[src/common/FixedPointPkg.sv]
//------------------------------
// Fixed-point add unit package
// Opcodes and default datapath width
//------------------------------
`default_nettype none

package FixedPointPkg;

    //------------------------------
    // Datapath width
    //------------------------------
    // Golden vectors are written for 16-bit words
    localparam int DefaultDataWidth = 16;

    //------------------------------
    // Operation codes
    //------------------------------
    // Bit 0 selects subtract, bit 1 selects saturation
    typedef enum logic [1:0] {
        OpAdd    = 2'b00, // Wrapping add
        OpSub    = 2'b01, // Wrapping subtract
        OpAddSat = 2'b10, // Add, clamp on signed overflow
        OpSubSat = 2'b11  // Subtract, clamp on signed overflow
    } opcodeE;

    // Subtract is done as a + ~b + 1 in the adder chain
    // Clamp target depends only on the sign of operand A
    // Raw carry out is reported for every opcode

endpackage : FixedPointPkg

`default_nettype wire

[src/StructuralRippleCarryAdd/StructuralFullAdd.sv]
//------------------------------
// One-bit full adder cell
//------------------------------
`timescale 1ns/1ps
`default_nettype none

module StructuralFullAdd (
    input  logic a,  // Operand A bit
    input  logic b,  // Operand B bit
    input  logic ci, // Carry in
    output logic c,  // Sum bit
    output logic co  // Carry out
);

    logic halfSum; // Propagate term

    assign halfSum = a ^ b;
    assign c       = halfSum ^ ci;

    // Generate or propagate
    assign co = (a & b) | (ci & halfSum);

endmodule : StructuralFullAdd

`default_nettype wire

[src/StructuralRippleCarryAdd/StructuralRippleCarryAdd.sv]
//------------------------------
// Ripple-carry adder
// Chain of full-add cells, carry rippling from LSB to MSB
//------------------------------
`timescale 1ns/1ps
`default_nettype none

module StructuralRippleCarryAdd #(
    parameter int N = 32           // Datapath width in bits
) (
    input  logic [N-1:0] a,        // Operand A
    input  logic [N-1:0] b,        // Operand B
    input  logic         ci,       // Carry in
    output logic [N-1:0] c,        // Sum
    output logic         co        // Carry out of MSB
);

    //------------------------------
    // Carry chain
    //------------------------------
    logic [N:0] cx; // cx[i] feeds cell i

    assign cx[0] = ci;
    assign co    = cx[N];

    //------------------------------
    // Full-add cells
    //------------------------------
    genvar i;
    generate
        for (i = 0; i < N; i = i + 1) begin : gFullAdd
            StructuralFullAdd uFullAdd (
                .a  (a[i]),
                .b  (b[i]),
                .ci (cx[i]),
                .c  (c[i]),
                .co (cx[i+1])  // Ripples into next cell
            );
        end : gFullAdd
    endgenerate

    // Purely combinational
    // Worst-case path runs through all N cells

endmodule : StructuralRippleCarryAdd

`default_nettype wire

[src/hdl/AddOperandPrep.sv]
//------------------------------
// Operand preparation stage
// Opcode decode, B inversion and carry in, one register stage
//------------------------------
`timescale 1ns/1ps
`default_nettype none

module AddOperandPrep #(
    parameter int DataWidth = FixedPointPkg::DefaultDataWidth
) (
    input  logic                  clk,
    input  logic                  arstN,
    input  logic [DataWidth-1:0]  a,
    input  logic [DataWidth-1:0]  b,
    input  FixedPointPkg::opcodeE op,
    input  logic                  inValid,   // Capture strobe
    output logic [DataWidth-1:0]  prepA,
    output logic [DataWidth-1:0]  prepB,     // Inverted for subtract
    output logic                  prepCarry, // Adder carry in
    output logic                  prepSat,   // Saturating opcode
    output logic                  prepSignA,
    output logic                  prepValid
);

    logic isSub; // Invert B and add one
    logic isSat;

    // Opcode decode
    always_comb begin
        isSub = 1'b0;
        isSat = 1'b0;
        case (op)
            FixedPointPkg::OpAdd:    isSub = 1'b0;
            FixedPointPkg::OpSub:    isSub = 1'b1;
            FixedPointPkg::OpAddSat: isSat = 1'b1;
            FixedPointPkg::OpSubSat: begin
                isSub = 1'b1;
                isSat = 1'b1;
            end
            default: isSub = 1'b0;
        endcase
    end

    //------------------------------
    // Stage one registers
    //------------------------------
    always_ff @(posedge clk or negedge arstN) begin
        if (!arstN) begin
            prepValid <= 1'b0;
        end else begin
            prepValid <= inValid; // One-cycle pulse follows input
        end
    end

    // Operands hold between strobes
    always_ff @(posedge clk) begin
        if (inValid) begin
            prepA     <= a;
            prepB     <= isSub ? ~b : b;
            prepCarry <= isSub;
            prepSat   <= isSat;
            prepSignA <= a[DataWidth-1];
        end
    end

    // Opcode must be clean whenever a vector is captured
    assert property (@(posedge clk) disable iff (!arstN) inValid |-> !$isunknown(op));

endmodule : AddOperandPrep

`default_nettype wire

[src/hdl/AddResultStage.sv]
//------------------------------
// Result stage
// Signed overflow, saturation and output register
//------------------------------
`timescale 1ns/1ps
`default_nettype none

module AddResultStage #(
    parameter int DataWidth = FixedPointPkg::DefaultDataWidth
) (
    input  logic                 clk,
    input  logic                 arstN,
    input  logic [DataWidth-1:0] prepA,     // Adder operand A
    input  logic [DataWidth-1:0] prepB,     // Adder operand B after inversion
    input  logic [DataWidth-1:0] sum,       // From ripple adder
    input  logic                 sumCarry,  // Raw carry out of adder
    input  logic                 prepSat,
    input  logic                 prepSignA, // Picks clamp direction
    input  logic                 prepValid,
    output logic [DataWidth-1:0] result,
    output logic                 carryOut,
    output logic                 overflow,
    output logic                 outValid
);

    //------------------------------
    // Clamp values
    //------------------------------
    localparam logic [DataWidth-1:0] MaxPos = {1'b0, {(DataWidth-1){1'b1}}};
    localparam logic [DataWidth-1:0] MinNeg = {1'b1, {(DataWidth-1){1'b0}}};

    logic                 signA;
    logic                 signB;
    logic                 signSum;
    logic                 ovf;        // Signed overflow of this vector
    logic [DataWidth-1:0] satValue;
    logic [DataWidth-1:0] nextResult;

    assign signA   = prepA[DataWidth-1];
    assign signB   = prepB[DataWidth-1];
    assign signSum = sum[DataWidth-1];

    // Same operand signs but sum sign flipped
    assign ovf = (signA == signB) && (signSum != signA);

    assign satValue   = prepSignA ? MinNeg : MaxPos;
    assign nextResult = (prepSat && ovf) ? satValue : sum;

    //------------------------------
    // Stage two registers
    //------------------------------
    always_ff @(posedge clk or negedge arstN) begin
        if (!arstN) begin
            result   <= '0;
            carryOut <= 1'b0;
            overflow <= 1'b0;
            outValid <= 1'b0;
        end else begin
            outValid <= prepValid;
            if (prepValid) begin  // Outputs hold until next vector
                result   <= nextResult;
                carryOut <= sumCarry;
                overflow <= ovf;
            end
        end
    end

    //------------------------------
    // Checks
    //------------------------------
    assert property (@(posedge clk) disable iff (!arstN) !$isunknown(outValid));

    // Clamp direction opposes the sign of the wrapped sum
    assert property (@(posedge clk) disable iff (!arstN)
        (prepValid && prepSat && ovf) |=>
            (result == ($past(signSum) ? MaxPos : MinNeg)));

endmodule : AddResultStage

`default_nettype wire

[src/hdl/FixedPointAddUnit.sv]
//------------------------------
// Fixed-point add/subtract unit
// Two-cycle pipeline around a ripple-carry adder
// Wrap or saturate, with carry and signed overflow
//------------------------------
`timescale 1ns/1ps
`default_nettype none

module FixedPointAddUnit #(
    parameter int DataWidth = FixedPointPkg::DefaultDataWidth
) (
    input  logic                  clk,
    input  logic                  arstN,
    input  logic [DataWidth-1:0]  a,        // Signed operand A
    input  logic [DataWidth-1:0]  b,        // Signed operand B
    input  FixedPointPkg::opcodeE op,
    input  logic                  inValid,  // Capture strobe
    output logic [DataWidth-1:0]  result,
    output logic                  carryOut, // Unsigned carry of the adder
    output logic                  overflow, // Signed overflow
    output logic                  outValid  // Two cycles after inValid
);

    //------------------------------
    // Stage one to adder
    //------------------------------
    logic [DataWidth-1:0] prepA;
    logic [DataWidth-1:0] prepB;
    logic                 prepCarry;
    logic                 prepSat;
    logic                 prepSignA;
    logic                 prepValid;

    // Adder to stage two
    logic [DataWidth-1:0] sum;
    logic                 sumCarry;

    AddOperandPrep #(
        .DataWidth (DataWidth)
    ) uAddOperandPrep (
        .clk       (clk),
        .arstN     (arstN),
        .a         (a),
        .b         (b),
        .op        (op),
        .inValid   (inValid),
        .prepA     (prepA),
        .prepB     (prepB),
        .prepCarry (prepCarry),
        .prepSat   (prepSat),
        .prepSignA (prepSignA),
        .prepValid (prepValid)
    );

    // Combinational, settles within stage two
    StructuralRippleCarryAdd #(
        .N (DataWidth)
    ) uRippleCarryAdd (
        .a  (prepA),
        .b  (prepB),
        .ci (prepCarry),
        .c  (sum),
        .co (sumCarry)
    );

    AddResultStage #(
        .DataWidth (DataWidth)
    ) uAddResultStage (
        .clk       (clk),
        .arstN     (arstN),
        .prepA     (prepA),
        .prepB     (prepB),
        .sum       (sum),
        .sumCarry  (sumCarry),
        .prepSat   (prepSat),
        .prepSignA (prepSignA),
        .prepValid (prepValid),
        .result    (result),
        .carryOut  (carryOut),
        .overflow  (overflow),
        .outValid  (outValid)
    );

endmodule : FixedPointAddUnit

`default_nettype wire

[config.mk]
export PLATFORM = sky130hd
export DESIGN_NAME = FixedPointAddUnit
export DESIGN_NICKNAME = d
export VERILOG_FILES = /design/src/common/FixedPointPkg.sv /design/src/StructuralRippleCarryAdd/StructuralFullAdd.sv /design/src/StructuralRippleCarryAdd/StructuralRippleCarryAdd.sv /design/src/hdl/AddOperandPrep.sv /design/src/hdl/AddResultStage.sv /design/src/hdl/FixedPointAddUnit.sv
export SDC_FILE = /design/constraint.sdc
export NUM_CORES = 1
export LEC_CHECK = 0
export CAP_MARGIN = 0
export CORE_MARGIN = 4
export CORE_UTILIZATION = 65
export DETAILED_ROUTE_END_ITERATION = 12
export DONT_BUFFER_PORTS = 1
export GPL_TIMING_DRIVEN = 0
export HOLD_SLACK_MARGIN = 0.06
export MAX_ROUTING_LAYER = met4
export PLACE_DENSITY = 0.81
export SKIP_LAST_GASP = 1
export SYNTH_ARGS = -nofsm -noshare
export SYNTH_HDL_FRONTEND = slang
export SYNTH_SLANG_ARGS = --single-unit
[constraint.sdc]
create_clock -name clk -period 13.8 [get_ports clk]
set_clock_uncertainty 0.15 [all_clocks]
set_input_delay 2.76 -clock clk [delete_from_list [all_inputs] [get_ports clk]]
set_output_delay 2.76 -clock clk [all_outputs]
set_load 0.02 [all_outputs]
# == After elaboration in Yosys (flattened, before gate mapping) ==
# Cells that the tools add are included.
# totals
register_bits,55
input_bits,37
output_inout_bits,19
wordCells,105
# classes
eq_ne,5
n_mux,5
bitwise_logic,81
n_reduce_logical,4
# op_table
op,count
$mux W16,3
$and A1 B1 Y1,32
$xor A1 B1 Y1,32
$not A16 Y16,1
$or A1 B1 Y1,16
$eq A2 B2 Y1 const B,2
$reduce_or A2 Y1,2
$eq A2 B1 Y1 const B,1
$logic_and A1 B1 Y1,2
$mux W1,2
$eq A1 B1 Y1,1
$ne A1 B1 Y1,1

# == Logic depth before layout (Yosys ltp) ==
# Gate-level depths: netlist of the first run.
# logic_depth
word_depth,36
depth_mapped,24
depth_no_buf,22

# == Cells and area by module ==
# From an unflattened synthesis of the first run, not the netlist that was laid out.
# unflattened
hier_cells,125
hier_area_um2,2358.5
# modules_own_cells
mod,n_inst,cells_per_inst,area_per_inst_um2,seq_area_each_um2
AddOperandPrep,1,56,1232.4,1046.0
AddResultStage,1,53,805.8,475.5
StructuralFullAdd,16,1,20.0,0.0

# == Worst setup path before layout of the first run ==
# No wires, ideal clock.
# synth_path
kind,register to register
from,reg uAddOperandPrep.prepCarry
to,reg uAddResultStage.result[0]
t_arrival_ns,7.616
path_slack_ns,5.911
path_stages_with_launch,24
n_path_buf,1
path_cell_list,edfxtp_1 fa_1 fa_1 fa_1 fa_1 fa_1 fa_1 fa_1 fa_1 inv_1 fa_1 fa_1 inv_1 fa_1 fa_1 fa_1 fa_1 inv_1 fa_1 fa_1 xor2_1 o21ai_2 buf_6 o221a_1
# synth_via
elab_chain_cells,35
word_cells_on_any_way,36
classes_between,eq/ne (1); mux (1); bitwise (32); reduce/logical (2)
# synth_rtl
element,line,rtl
from (decl),AddOperandPrep.sv:19,"output logic prepCarry,"
from (signal assigned),AddOperandPrep.sv:60,prepCarry <= isSub;
$and A1 B1 Y1,StructuralFullAdd.sv:21,assign co = (a & b) | (ci & halfSum);
$or A1 B1 Y1,StructuralFullAdd.sv:21,
$and A1 B1 Y1,StructuralFullAdd.sv:21,
$or A1 B1 Y1,StructuralFullAdd.sv:21,
$and A1 B1 Y1,StructuralFullAdd.sv:21,
$or A1 B1 Y1,StructuralFullAdd.sv:21,
$and A1 B1 Y1,StructuralFullAdd.sv:21,
$or A1 B1 Y1,StructuralFullAdd.sv:21,
[19 not listed],--,
$or A1 B1 Y1,StructuralFullAdd.sv:21,
$and A1 B1 Y1,StructuralFullAdd.sv:21,
$or A1 B1 Y1,StructuralFullAdd.sv:21,
$xor A1 B1 Y1,StructuralFullAdd.sv:18,assign c = halfSum ^ ci;
$ne A1 B1 Y1,AddResultStage.sv:44,assign ovf = (signA == signB) && (signSum != signA);
$logic_and A1 B1 Y1,AddResultStage.sv:44,
$logic_and A1 B1 Y1,AddResultStage.sv:47,assign nextResult = (prepSat && ovf) ? satValue : sum;
$mux W16 *,AddResultStage.sv:47,
to (signal assigned),AddResultStage.sv:61,result <= nextResult;
to (decl),AddResultStage.sv:20,"output logic [DataWidth-1:0] result,"
# Every way passes the cells marked *; elsewhere a longest branch is shown, timed or not.
# A chain may end at the register's enable or synchronous reset.

# == Final worst setup path of the first run ==
# layout_path
from,reg uAddOperandPrep.prepCarry
to,reg uAddResultStage.result[11]
# layout_via
elab_chain_cells,35
word_cells_on_any_way,36
classes_between,eq/ne (1); mux (1); bitwise (32); reduce/logical (2)
# layout_rtl
element,line
$and A1 B1 Y1 *,StructuralFullAdd.sv:21
$or A1 B1 Y1 *,StructuralFullAdd.sv:21
$and A1 B1 Y1 *,StructuralFullAdd.sv:21
$or A1 B1 Y1 *,StructuralFullAdd.sv:21
$and A1 B1 Y1 *,StructuralFullAdd.sv:21
$or A1 B1 Y1 *,StructuralFullAdd.sv:21
$and A1 B1 Y1 *,StructuralFullAdd.sv:21
$or A1 B1 Y1 *,StructuralFullAdd.sv:21
[19 not listed],--
$or A1 B1 Y1,StructuralFullAdd.sv:21
$and A1 B1 Y1,StructuralFullAdd.sv:21
$or A1 B1 Y1,StructuralFullAdd.sv:21
$xor A1 B1 Y1,StructuralFullAdd.sv:18
$ne A1 B1 Y1,AddResultStage.sv:44
$logic_and A1 B1 Y1,AddResultStage.sv:44
$logic_and A1 B1 Y1,AddResultStage.sv:47
$mux W16 *,AddResultStage.sv:47
# Marked as above.

==> results of run 1 <==
[placed cells by master, fill, tap and decap left out]
master	netlist	layout
edfxtp_1	34	34
dfrtp_1	20	20
xor2_1	17	17
inv_1	16	16
fa_1	16	16
o221a_1	8	8
clkbuf_8	1	7
buf_6	4	4
o221a_2	4	4
clkbuf_1	2	2
mux2_2	2	2
mux2i_1	2	2
o221a_4	2	2
buf_2	1	1
buf_4	1	1
nand2b_1	1	1
o21ai_2	1	1
nand3b_1	1	1
nand2_1	1	1
or2_1	1	1
nor2_1	1	1
a21oi_1	1	1
nor3b_1	1	1
o21ai_0	1	1
o22ai_1	1	1
ha_1	1	1
clkinv_2	0	1
clkbuf_4	0	1
[Yosys cell counts]
master / instances
edfxtp_1: 34
clkbuf_1: 2
clkbuf_8: 1
dfrtp_1: 20
nor3b_1: 1
fa_1: 16
xor2_1: 17
o22ai_1: 1
buf_6: 4
o21ai_0: 1
a21oi_1: 1
o21ai_2: 1
nand2b_1: 1
o221a_2: 4
nor2_1: 1
nand2_1: 1
buf_2: 1
o221a_1: 8
o221a_4: 2
ha_1: 1
mux2_2: 2
mux2i_1: 2
buf_4: 1
inv_1: 16
nand3b_1: 1
or2_1: 1
[final cells by class]
class                   count  area, µm²
flip-flops and latches     54       1520
plain buffers               9       78.8
fillers                   226        896
clock buffers               7       90.1
inverters                  16       60.1
well taps                  46       57.6
multi-input cells          62        759
clock inverters             1       5.00
[worst max-delay path, cell delays in order (launching register included)]
cell and delay [ns]:
edfxtp_1 0.40, fa_1 0.46, fa_1 0.46, fa_1 0.47, fa_1 0.46, fa_1 0.50, fa_1 0.47, fa_1 0.46
fa_1 0.42, inv_1 0.08, fa_1 0.20, fa_1 0.17, inv_1 0.05, fa_1 0.44, fa_1 0.46, fa_1 0.46
fa_1 0.42, inv_1 0.08, fa_1 0.23, fa_1 0.50, xor2_1 0.19, o21ai_2 0.25, buf_6 0.20, o221a_1 0.20
[path summary, 6_finish.rpt]
kind                            cells after the start  slack (ns)                         end                       from
worst min register to register                      0        0.33    uAddResultStage.outValid  uAddOperandPrep.prepValid
min in group asynchronous                           0        1.98  uAddResultStage.result[10]                      arstN
max in group asynchronous                           0       11.44  uAddResultStage.result[13]                      arstN
worst max register to register                     23        5.56  uAddResultStage.result[11]  uAddOperandPrep.prepCarry
worst max-delay path                               23        5.56  uAddResultStage.result[11]  uAddOperandPrep.prepCarry
worst min-delay path                                0        0.33    uAddResultStage.outValid  uAddOperandPrep.prepValid
[kinds of logic (layout without fill, tap and decap cells)]
kind of cell             count (synthesis)  in the layout
AND/OR/NAND/NOR                          6              6
buffers and inverters                   25             33
multiplexers                             4              4
AO/OA/AOI/OAI                           18             18
flip-flops                              54             54
XOR/XNOR                                17             17
adder cells (fa/ha/maj)                 17             17
[stage by stage]
step	instance area [µm²]	total power, mW	hold WS (ns)	setup WS (ns)
4_1_cts	2570	0.402	0.332	5.46
3_5_place_dp	2480	0.312	0.311	5.49
6_report	2570	0.397	0.331	5.56
5_1_grt	2570	0.418	0.348	5.15
2_1_floorplan	2420	0.292	0.280	5.91
3_3_place_gp	2480	0.307	0.301	5.60
[sequential cells by signal (all words and copies together) (netlist names)]
name	count
uAddResultStage.outValid	1
uAddResultStage.overflow	1
uAddResultStage.result	16
uAddOperandPrep.prepValid	1
uAddOperandPrep.prepB	16
uAddOperandPrep.prepCarry	1
uAddOperandPrep.prepSat	1
uAddResultStage.carryOut	1
uAddOperandPrep.prepA	16
[routing by layer]
| metal | part of all wire | track usage | wire length (µm) |
|---|---|---|---|
| met1 | 0.40 | 0.207 | 1490 |
| met2 | 0.51 | 0.270 | 1910 |
| met3 | 0.076 | 0.0625 | 285 |
| met4 | 0.016 | 0.0651 | 58 |
| met5 | 0 | - | 0 |
[power breakdown]
part | total (mW) | switching, mW | internal [mW]
Sequential | 0.244 | 0.0424 | 0.201
Combinational | 0.0629 | 0.0283 | 0.0346
Clock | 0.0905 | 0.0480 | 0.0425
Total | 0.397 | 0.119 | 0.278
==> flow_summary.toml, run 1 <==
[run_status]
status = "finished clean"

[die]
io_pins = 56
die_area_mm2 = 0.00476
die_w_um = 69.0
design.core.area_mm2 = 0.00347
num_rows = 21
dieHeight_um = 69.0
start_util = 0.698

[logic_synthesis]
yosys.area.top_type_share = 0.422
synthXorXnorAreaFrac = 0.0615
synth.area.top_cells = "edfxtp_1, dfrtp_1, fa_1"
synth.largest_area_cell = "edfxtp_1"
synthSimpleGateAreaFrac = 0.0145
synth_fp_nets = 195
synth_area_mm2 = 0.00242
avgSynthCellArea_um2 = 17.2
synthAdderAreaFrac = 0.138
netlist_instances = 141
synthMuxAreaShare = 0.0176
synth_top_family_by_area = "adder cells"
synth-compound-area-share = 0.0827
synth_cell_types = 26
yosysWarnings = 0
synth_seq_cells = 54
seq_area_frac_synth = 0.629

[layout]
diodes = 0
drive_above_1_share = 0.161
area_growth_pct = 6.31
instances_no_fill = 195
postLayoutCoreUtil = 0.742
num-nets-final = 202

[sta]
drv_slew = 0
fin_crit_sh = 0.597
slew-limit-headroom = 0.814
finalCriticalPeriod_ns = 8.24
worstMarginPinSlew_ns = 0.280
hold_viol_final = 0
fmax_ghz = 0.121
rsz0062_at_grt = "false"
finalSetupViolCount = 0
setup_tns_ns = 0

[drt]
drcViolationCount = 0
wl_per_cell_um = 19.2
via_count = 1093
antenna_left = 0
drt_iter0_drc = 59
drt-total-wl_um = 3740
post_drt_via_cell_ratio = 5.61
dr.pass1.iters = 4

[power_and_ir_drop]
power.leakage_nw = 1.02
p_per_area_mw_per_mm2 = 154
irDropWorstVdd_v = 0.0000951

[clock_tree]
cts_buffers = 5
clk_latency_ns = 0.31
clkSinkCount = 54
cts_root_buffer = "clkbuf_8"
cts_hold_buf = 0
clock_path_buffers = 2
cts_tree = "done"
cts_resized = 0
postCtsSetupBuffers = 0
htreeDepth = 2
clkTransAtPathRegs_ns = 0.09

[place]
dpl.hpwl_um = 2870
place_congestion = 0.770
port_buffers = 0
dpl.cell_count = 187

[global_routing]
grt_pass1_wl_um = 6000
track_usage = 0.173
grt_max_degree = 36
antenna_found_initial = 0
overflow = 0
grt_pass1_vias = 1155

[worst_setup_path]
end_kind = "flip-flop"
critical_path_arrival_ns = 8.34
worstPathRequired_ns = 13.90
critPathKind = "reg2reg"
start_kind = "flip-flop"
crit_fanout = 10

[flow_run]
cap_violations = 0

[hold_path]
hp-class = "reg2reg"
Note: power is estimated with default switching activity, not from simulation.
==> run 2: changes to the inputs <==
--- a/config.mk
+++ b/config.mk
@@ -5,15 +5,16 @@
 export SDC_FILE = /design/constraint.sdc
 export NUM_CORES = 1
 export LEC_CHECK = 0
+export ABC_AREA = 1
 export CAP_MARGIN = 0
 export CORE_MARGIN = 4
-export CORE_UTILIZATION = 65
+export CORE_UTILIZATION = 56
 export DETAILED_ROUTE_END_ITERATION = 12
 export DONT_BUFFER_PORTS = 1
 export GPL_TIMING_DRIVEN = 0
 export HOLD_SLACK_MARGIN = 0.06
 export MAX_ROUTING_LAYER = met4
-export PLACE_DENSITY = 0.81
+export PLACE_DENSITY = 0.74
 export SKIP_LAST_GASP = 1
 export SYNTH_ARGS = -nofsm -noshare
 export SYNTH_HDL_FRONTEND = slang
==> constraint.sdc (replaced) <==
create_clock -name clk -period 7.1 [get_ports clk]
set_clock_uncertainty 0.15 [all_clocks]
set_input_delay 1.42 -clock clk [delete_from_list [all_inputs] [get_ports clk]]
set_output_delay 1.42 -clock clk [all_outputs]
set_load 0.02 [all_outputs]
==> run 2 against run 1 <==
Critical path depth is 2 higher. Synthesized cell count is 21% higher. Via count is 7.0% higher. Hold slack worse by 0.065 ns. Sequential share of layout area is 2.5 points lower. Critical endpoint unchanged. Largest cell class unchanged. Highest routed layer unchanged.
==> flow_summary.toml, run 2 <==
[clock_tree]
cts_buffers = 5
cts_hold_buf = 0
clock_path_buffers = 2
htreeDepth = 2
clkSinkCount = 54
cts_tree = "done"
cts_root_buffer = "clkbuf_8"
clkTransAtPathRegs_ns = 0.09
clk_latency_ns = 0.29

[sta]
hold_ws_ns = 0.266
finalSetupViolCount = 0
worstMarginPinSlew_ns = 0.407
finalCriticalPeriod_ns = 6.88
fmax_ghz = 0.145
slew-limit-headroom = 0.729
drv_slew = 0
rsz0062_at_grt = "false"
hold_viol_final = 0
fin_crit_sh = 0.969

[flow_run]
cap_violations = 0

[layout]
area.sequential_mm2 = 0.00152
final_cell_mix = "edfxtp_1, dfrtp_1, nand2_1"
multi_input_comb_area_um2 = 817
num-nets-final = 236
area_growth_pct = 10.8
reg_top3 = "uAddOperandPrep.prepA (16), uAddOperandPrep.prepB (16), uAddResultStage.result (16)"
postLayoutCoreUtil = 0.658
fillers = 303
diodes = 0
drive_above_1_share = 0.273
final_common_cell = "edfxtp_1"

[die]
die_w_um = 73.8
design.core.area_mm2 = 0.00409
io_pins = 56
dieHeight_um = 73.8
die_area_mm2 = 0.00545
num_rows = 23
start_util = 0.594

[logic_synthesis]
avgSynthCellArea_um2 = 14.2
ys_top_cells_by_count = "edfxtp_1, dfrtp_1, nand2_1, fa_1, xor2_1"
netlist_instances = 171
synth_most_common_cell = "edfxtp_1"
seq_area_frac_synth = 0.627
synth_area_mm2 = 0.00243
synth_edf_count = 34
synth_top_flop_cell = "edfxtp_1"
synth.largest_area_cell = "edfxtp_1"
yosys.area.top_type_share = 0.421
synth.area.top_cells = "edfxtp_1, dfrtp_1, fa_1"
yosysWarnings = 0
synth_cell_types = 20
synth_fp_nets = 225
synth_seq_cells = 54
async_reset_ff_frac = 0.370

[power_and_ir_drop]
p_sw_mw = 0.240
seqPwrFrac = 0.585
p_total_mw = 0.785
power_frac_comb = 0.185
power.leakage_nw = 1.08
clkPwrFrac = 0.230
p_int_mw = 0.544
switching_share = 0.306
irDropWorstVdd_v = 0.000168
p_per_area_mw_per_mm2 = 292

[drt]
drt-total-wl_um = 3700
drt_iter0_drc = 38
post_drt_via_cell_ratio = 5.02
wl_per_cell_um = 15.9
antenna_left = 0
drcViolationCount = 0
dr.pass1.iters = 4
via_count = 1170

[global_routing]
grt_pass1_vias = 1248
antenna_found_initial = 0
grt_pass1_wl_um = 5910
grt_max_degree = 36
overflow = 0
track_usage = 0.152

[place]
dpl.hpwl_um = 2840
port_buffers = 0
place_congestion = 0.774

[worst_setup_path]
end_kind = "flip-flop"
crit_fanout = 7
critical_path_arrival_ns = 6.96
worstPathRequired_ns = 7.18
critPathKind = "reg2reg"
start_kind = "flip-flop"

[run_status]
status = "finished clean"

[hold_path]
hp-class = "reg2reg"
-- run 2: cell types whose count changed after synthesis, sizes merged, moves of 14 or more --
cell,previous run,this run
a21oi,1,15
nand2,1,21
nor2,1,15
o221a,14,0
-- run 2: metal layers --
metal	up-vias	wire length (µm)	GRT usage
li1	569	-	-
met5	-	0	-
met1	553	1590	0.183
met2	44	1790	0.233
met4	0	34	0.0543
met3	4	282	0.0616
-- run 2: final timing paths --
check | cells after the start | slack [ns] | start | endpoint
worst min-delay path | 0 | 0.27 | uAddOperandPrep.prepValid | uAddResultStage.outValid
worst max-delay path | 25 | 0.22 | uAddOperandPrep.prepB[0] | uAddResultStage.result[11]
min in group asynchronous | 0 | 0.66 | arstN | uAddResultStage.carryOut
worst min register to register | 0 | 0.27 | uAddOperandPrep.prepValid | uAddResultStage.outValid
max in group asynchronous | 0 | 6.07 | arstN | uAddResultStage.result[9]
worst max register to register | 25 | 0.22 | uAddOperandPrep.prepB[0] | uAddResultStage.result[11]
-- run 2: repair_timing --
item	4_1_cts	5_1_grt
buffers inserted	1	2
cloned	0	1
setup endpoints to repair	17	15
pin swaps	11	17
resized for setup	7	4
-- run 2: cells by family after synthesis --
| family | count (synthesis) | share of synthesized area |
|---|---|---|
| AO/OA/AOI/OAI | 19 | 0.0552 |
| flip-flops | 54 | 0.627 |
| XOR/XNOR | 16 | 0.0578 |
| AND/OR/NAND/NOR | 39 | 0.0701 |
| buffers and inverters | 26 | 0.0526 |
| adder cells (fa/ha/maj) | 17 | 0.137 |
-- run 2: power by group through the flow --
stage               sequential (mW)  combinational (mW)  clock, mW
floorplan                     0.456               0.108          0
global placement              0.463               0.131          0
finish                        0.459               0.145      0.180
detailed placement            0.466               0.135          0
CTS                           0.460               0.140      0.182
global route                  0.467               0.167      0.197
-- run 2: final cells by class --
| cell class | instances | area share |
|---|---|---|
| Clock inverter | 1 | 0.00140 |
| Tap cell | 50 | 0.0233 |
| Buffer | 8 | 0.0256 |
| Sequential cell | 54 | 0.566 |
| Timing Repair Buffer | 4 | 0.0177 |
| Inverter | 18 | 0.0261 |
| Clock buffer | 7 | 0.0358 |
| Multi-Input combinational cell | 91 | 0.304 |
-- run 2: metrics by stage --
stage,setup WS [ns],instance area [µm²],std cells,TNS [ns]
2_1_floorplan,0.0268,2450,171,0
3_3_place_gp,-0.242,2520,221,-2.94
3_5_place_dp,-0.355,2520,221,-4.81
4_1_cts,0.0239,2630,230,0
5_1_grt,0.0109,2690,233,0
6_report,0.221,2690,233,0
-- run 2: worst max-delay path, stage by stage, from the launching register on --
cell and delay, ns:
edfxtp_1 0.42, fa_2 0.41, fa_2 0.37, fa_2 0.36, fa_2 0.36, fa_2 0.37
fa_2 0.36, fa_2 0.36, fa_2 0.34, inv_2 0.06, fa_2 0.19, fa_1 0.17
inv_1 0.05, fa_2 0.35, fa_2 0.38, fa_2 0.37, fa_2 0.34, inv_2 0.07
fa_2 0.22, fa_1 0.46, inv_2 0.10, nand4_1 0.09, nand2_2 0.10, inv_4 0.07
clkbuf_16 0.16, a21oi_2 0.12
==> run 3: changes to the inputs <==
--- a/config.mk
+++ b/config.mk
@@ -15,6 +15,7 @@
 export HOLD_SLACK_MARGIN = 0.06
 export MAX_ROUTING_LAYER = met4
 export PLACE_DENSITY = 0.74
+export RECOVER_POWER = 100
 export SKIP_LAST_GASP = 1
 export SYNTH_ARGS = -nofsm -noshare
 export SYNTH_HDL_FRONTEND = slang
==> run 3 against run 2 <==
Via count is 0.43% higher. Cell count is the same. Count of clock-buffer cells in the layout is the same. Die area unchanged. Power down 0.10%. Largest cell class unchanged. Highest routed layer unchanged.
==> flow_summary.toml, run 3 (synthesis results as in run 2) <==
[global_routing]
grt_pass1_vias = 1248
use_met2 = 0.233
met1_usage = 0.183
grt_most_used_layer = "met2"
antenna_found_initial = 0
overflow = 0
track_usage = 0.152
grtUsageMet3 = 0.0616
grt_max_degree = 36
grt_pass1_wl_um = 5910

[power_and_ir_drop]
power.leakage_nw = 1.07
irDropWorstVdd_v = 0.000162
p_per_area_mw_per_mm2 = 292
p_total_mw = 0.784

[worst_setup_path]
crit_fanout = 7
critPathKind = "reg2reg"
critical_path_arrival_ns = 6.96
end_kind = "flip-flop"
start_kind = "flip-flop"
worstPathRequired_ns = 7.18

[place]
dpl.hpwl_um = 2840
placed_area_mm2 = 0.00252
port_buffers = 0
place_congestion = 0.774

[clock_tree]
htreeDepth = 2
clk_latency_ns = 0.29
clkTransAtPathRegs_ns = 0.09
clock_path_buffers = 2
cts_root_buffer = "clkbuf_8"
clkSinkCount = 54
cts_tree = "done"
cts_hold_buf = 0
cts_buffers = 5

[hold_path]
hp-class = "reg2reg"

[layout]
fillers = 307
postLayoutCoreUtil = 0.656
final_common_cell = "edfxtp_1"
diodes = 0
postLayoutCellArea_mm2 = 0.00268
drive_above_1_share = 0.262
area_growth_pct = 10.5
final_cell_mix = "edfxtp_1, dfrtp_1, nand2_1"
reg_top3 = "uAddOperandPrep.prepA (16), uAddOperandPrep.prepB (16), uAddResultStage.result (16)"
num-nets-final = 236

[flow_run]
cap_violations = 0

[drt]
wl_per_cell_um = 15.8
dr.pass1.iters = 4
drt-total-wl_um = 3690
drt_iter0_drc = 46
antenna_left = 0
via_count = 1175
drcViolationCount = 0
post_drt_via_cell_ratio = 5.04

[die]
num_rows = 23
design.core.area_mm2 = 0.00409
die_area_mm2 = 0.00545
die_w_um = 73.8
io_pins = 56
dieHeight_um = 73.8
start_util = 0.594

[sta]
finalCriticalPeriod_ns = 6.88
slew-limit-headroom = 0.571
hold_ws_ns = 0.266
worstMarginPinSlew_ns = 0.644
rsz0062_at_grt = "false"
hold_viol_final = 0
setup_tns_ns = 0
finalSetupViolCount = 0
fin_crit_sh = 0.969
fmax_ghz = 0.145
drv_slew = 0

[run_status]
status = "finished clean"
## run 3: changes by cell type in the layout (fill, tap and decap cells not counted), sizes merged
cell / delta
buf: -2
clkbuf: +2
## run 3: routing by layer
| layer | wire, µm | up-vias |
|---|---|---|
| li1 | - | 570 |
| met1 | 1580 | 557 |
| met2 | 1790 | 44 |
| met3 | 288 | 4 |
| met4 | 34 | 0 |
| met5 | 0 | - |
## run 3: critical path, stage by stage, from the launching register on
cell and delay [ns]:
edfxtp_1 0.42, fa_2 0.41, fa_2 0.37, fa_2 0.36, fa_2 0.36, fa_2 0.37
fa_2 0.36, fa_2 0.36, fa_2 0.34, inv_2 0.06, fa_2 0.19, fa_1 0.17
inv_1 0.05, fa_2 0.35, fa_2 0.38, fa_2 0.37, fa_2 0.34, inv_2 0.07
fa_2 0.22, fa_1 0.46, inv_2 0.10, nand4_1 0.09, nand2_2 0.10, inv_4 0.07
clkbuf_16 0.16, a21oi_2 0.12
## run 3: worst paths after layout
check                      slack [ns]                      start                    endpoint  cells after the start
hold / removal                   0.27  uAddOperandPrep.prepValid    uAddResultStage.outValid                      0
setup reg to reg                 0.22   uAddOperandPrep.prepB[0]  uAddResultStage.result[11]                     25
hold reg to reg                  0.27  uAddOperandPrep.prepValid    uAddResultStage.outValid                      0
setup / recovery                 0.22   uAddOperandPrep.prepB[0]  uAddResultStage.result[11]                     25
max in group asynchronous        6.07                      arstN   uAddResultStage.result[9]                      0
min in group asynchronous        0.66                      arstN    uAddResultStage.carryOut                      0
## run 3: layout make-up
cell class	count	area (µm²)	area share
well taps	50	62.6	0.0233
repair buffers	4	47.5	0.0177
inverters	18	70.1	0.0261
clock inverters	1	3.75	0.00140
clock buffers	7	96.3	0.0359
multi-input cells	91	817	0.305
plain buffers	8	61.3	0.0229
flip-flops and latches	54	1520	0.568
## run 3: timing repair
action                                  in CTS  in global routing
hold endpoints to repair                     0                  0
pin swaps                                   11                 17
endpoints found under the setup margin      17                 15
gates resized for setup                      7                  4
gates cloned                                 0                  1
buffers inserted                             1                  2
## run 3: power breakdown
group	switching (mW)	total (mW)	internal (mW)
Clock	0.0921	0.180	0.0878
Sequential	0.0719	0.459	0.387
Combinational	0.0759	0.145	0.0687
## run 3: stage by stage
step           instances  setup WS, ns
3_3_place_gp         221        -0.242
2_1_floorplan        171        0.0268
5_1_grt              233        0.0109
4_1_cts              230        0.0239
3_5_place_dp         221        -0.355
6_report             233         0.221
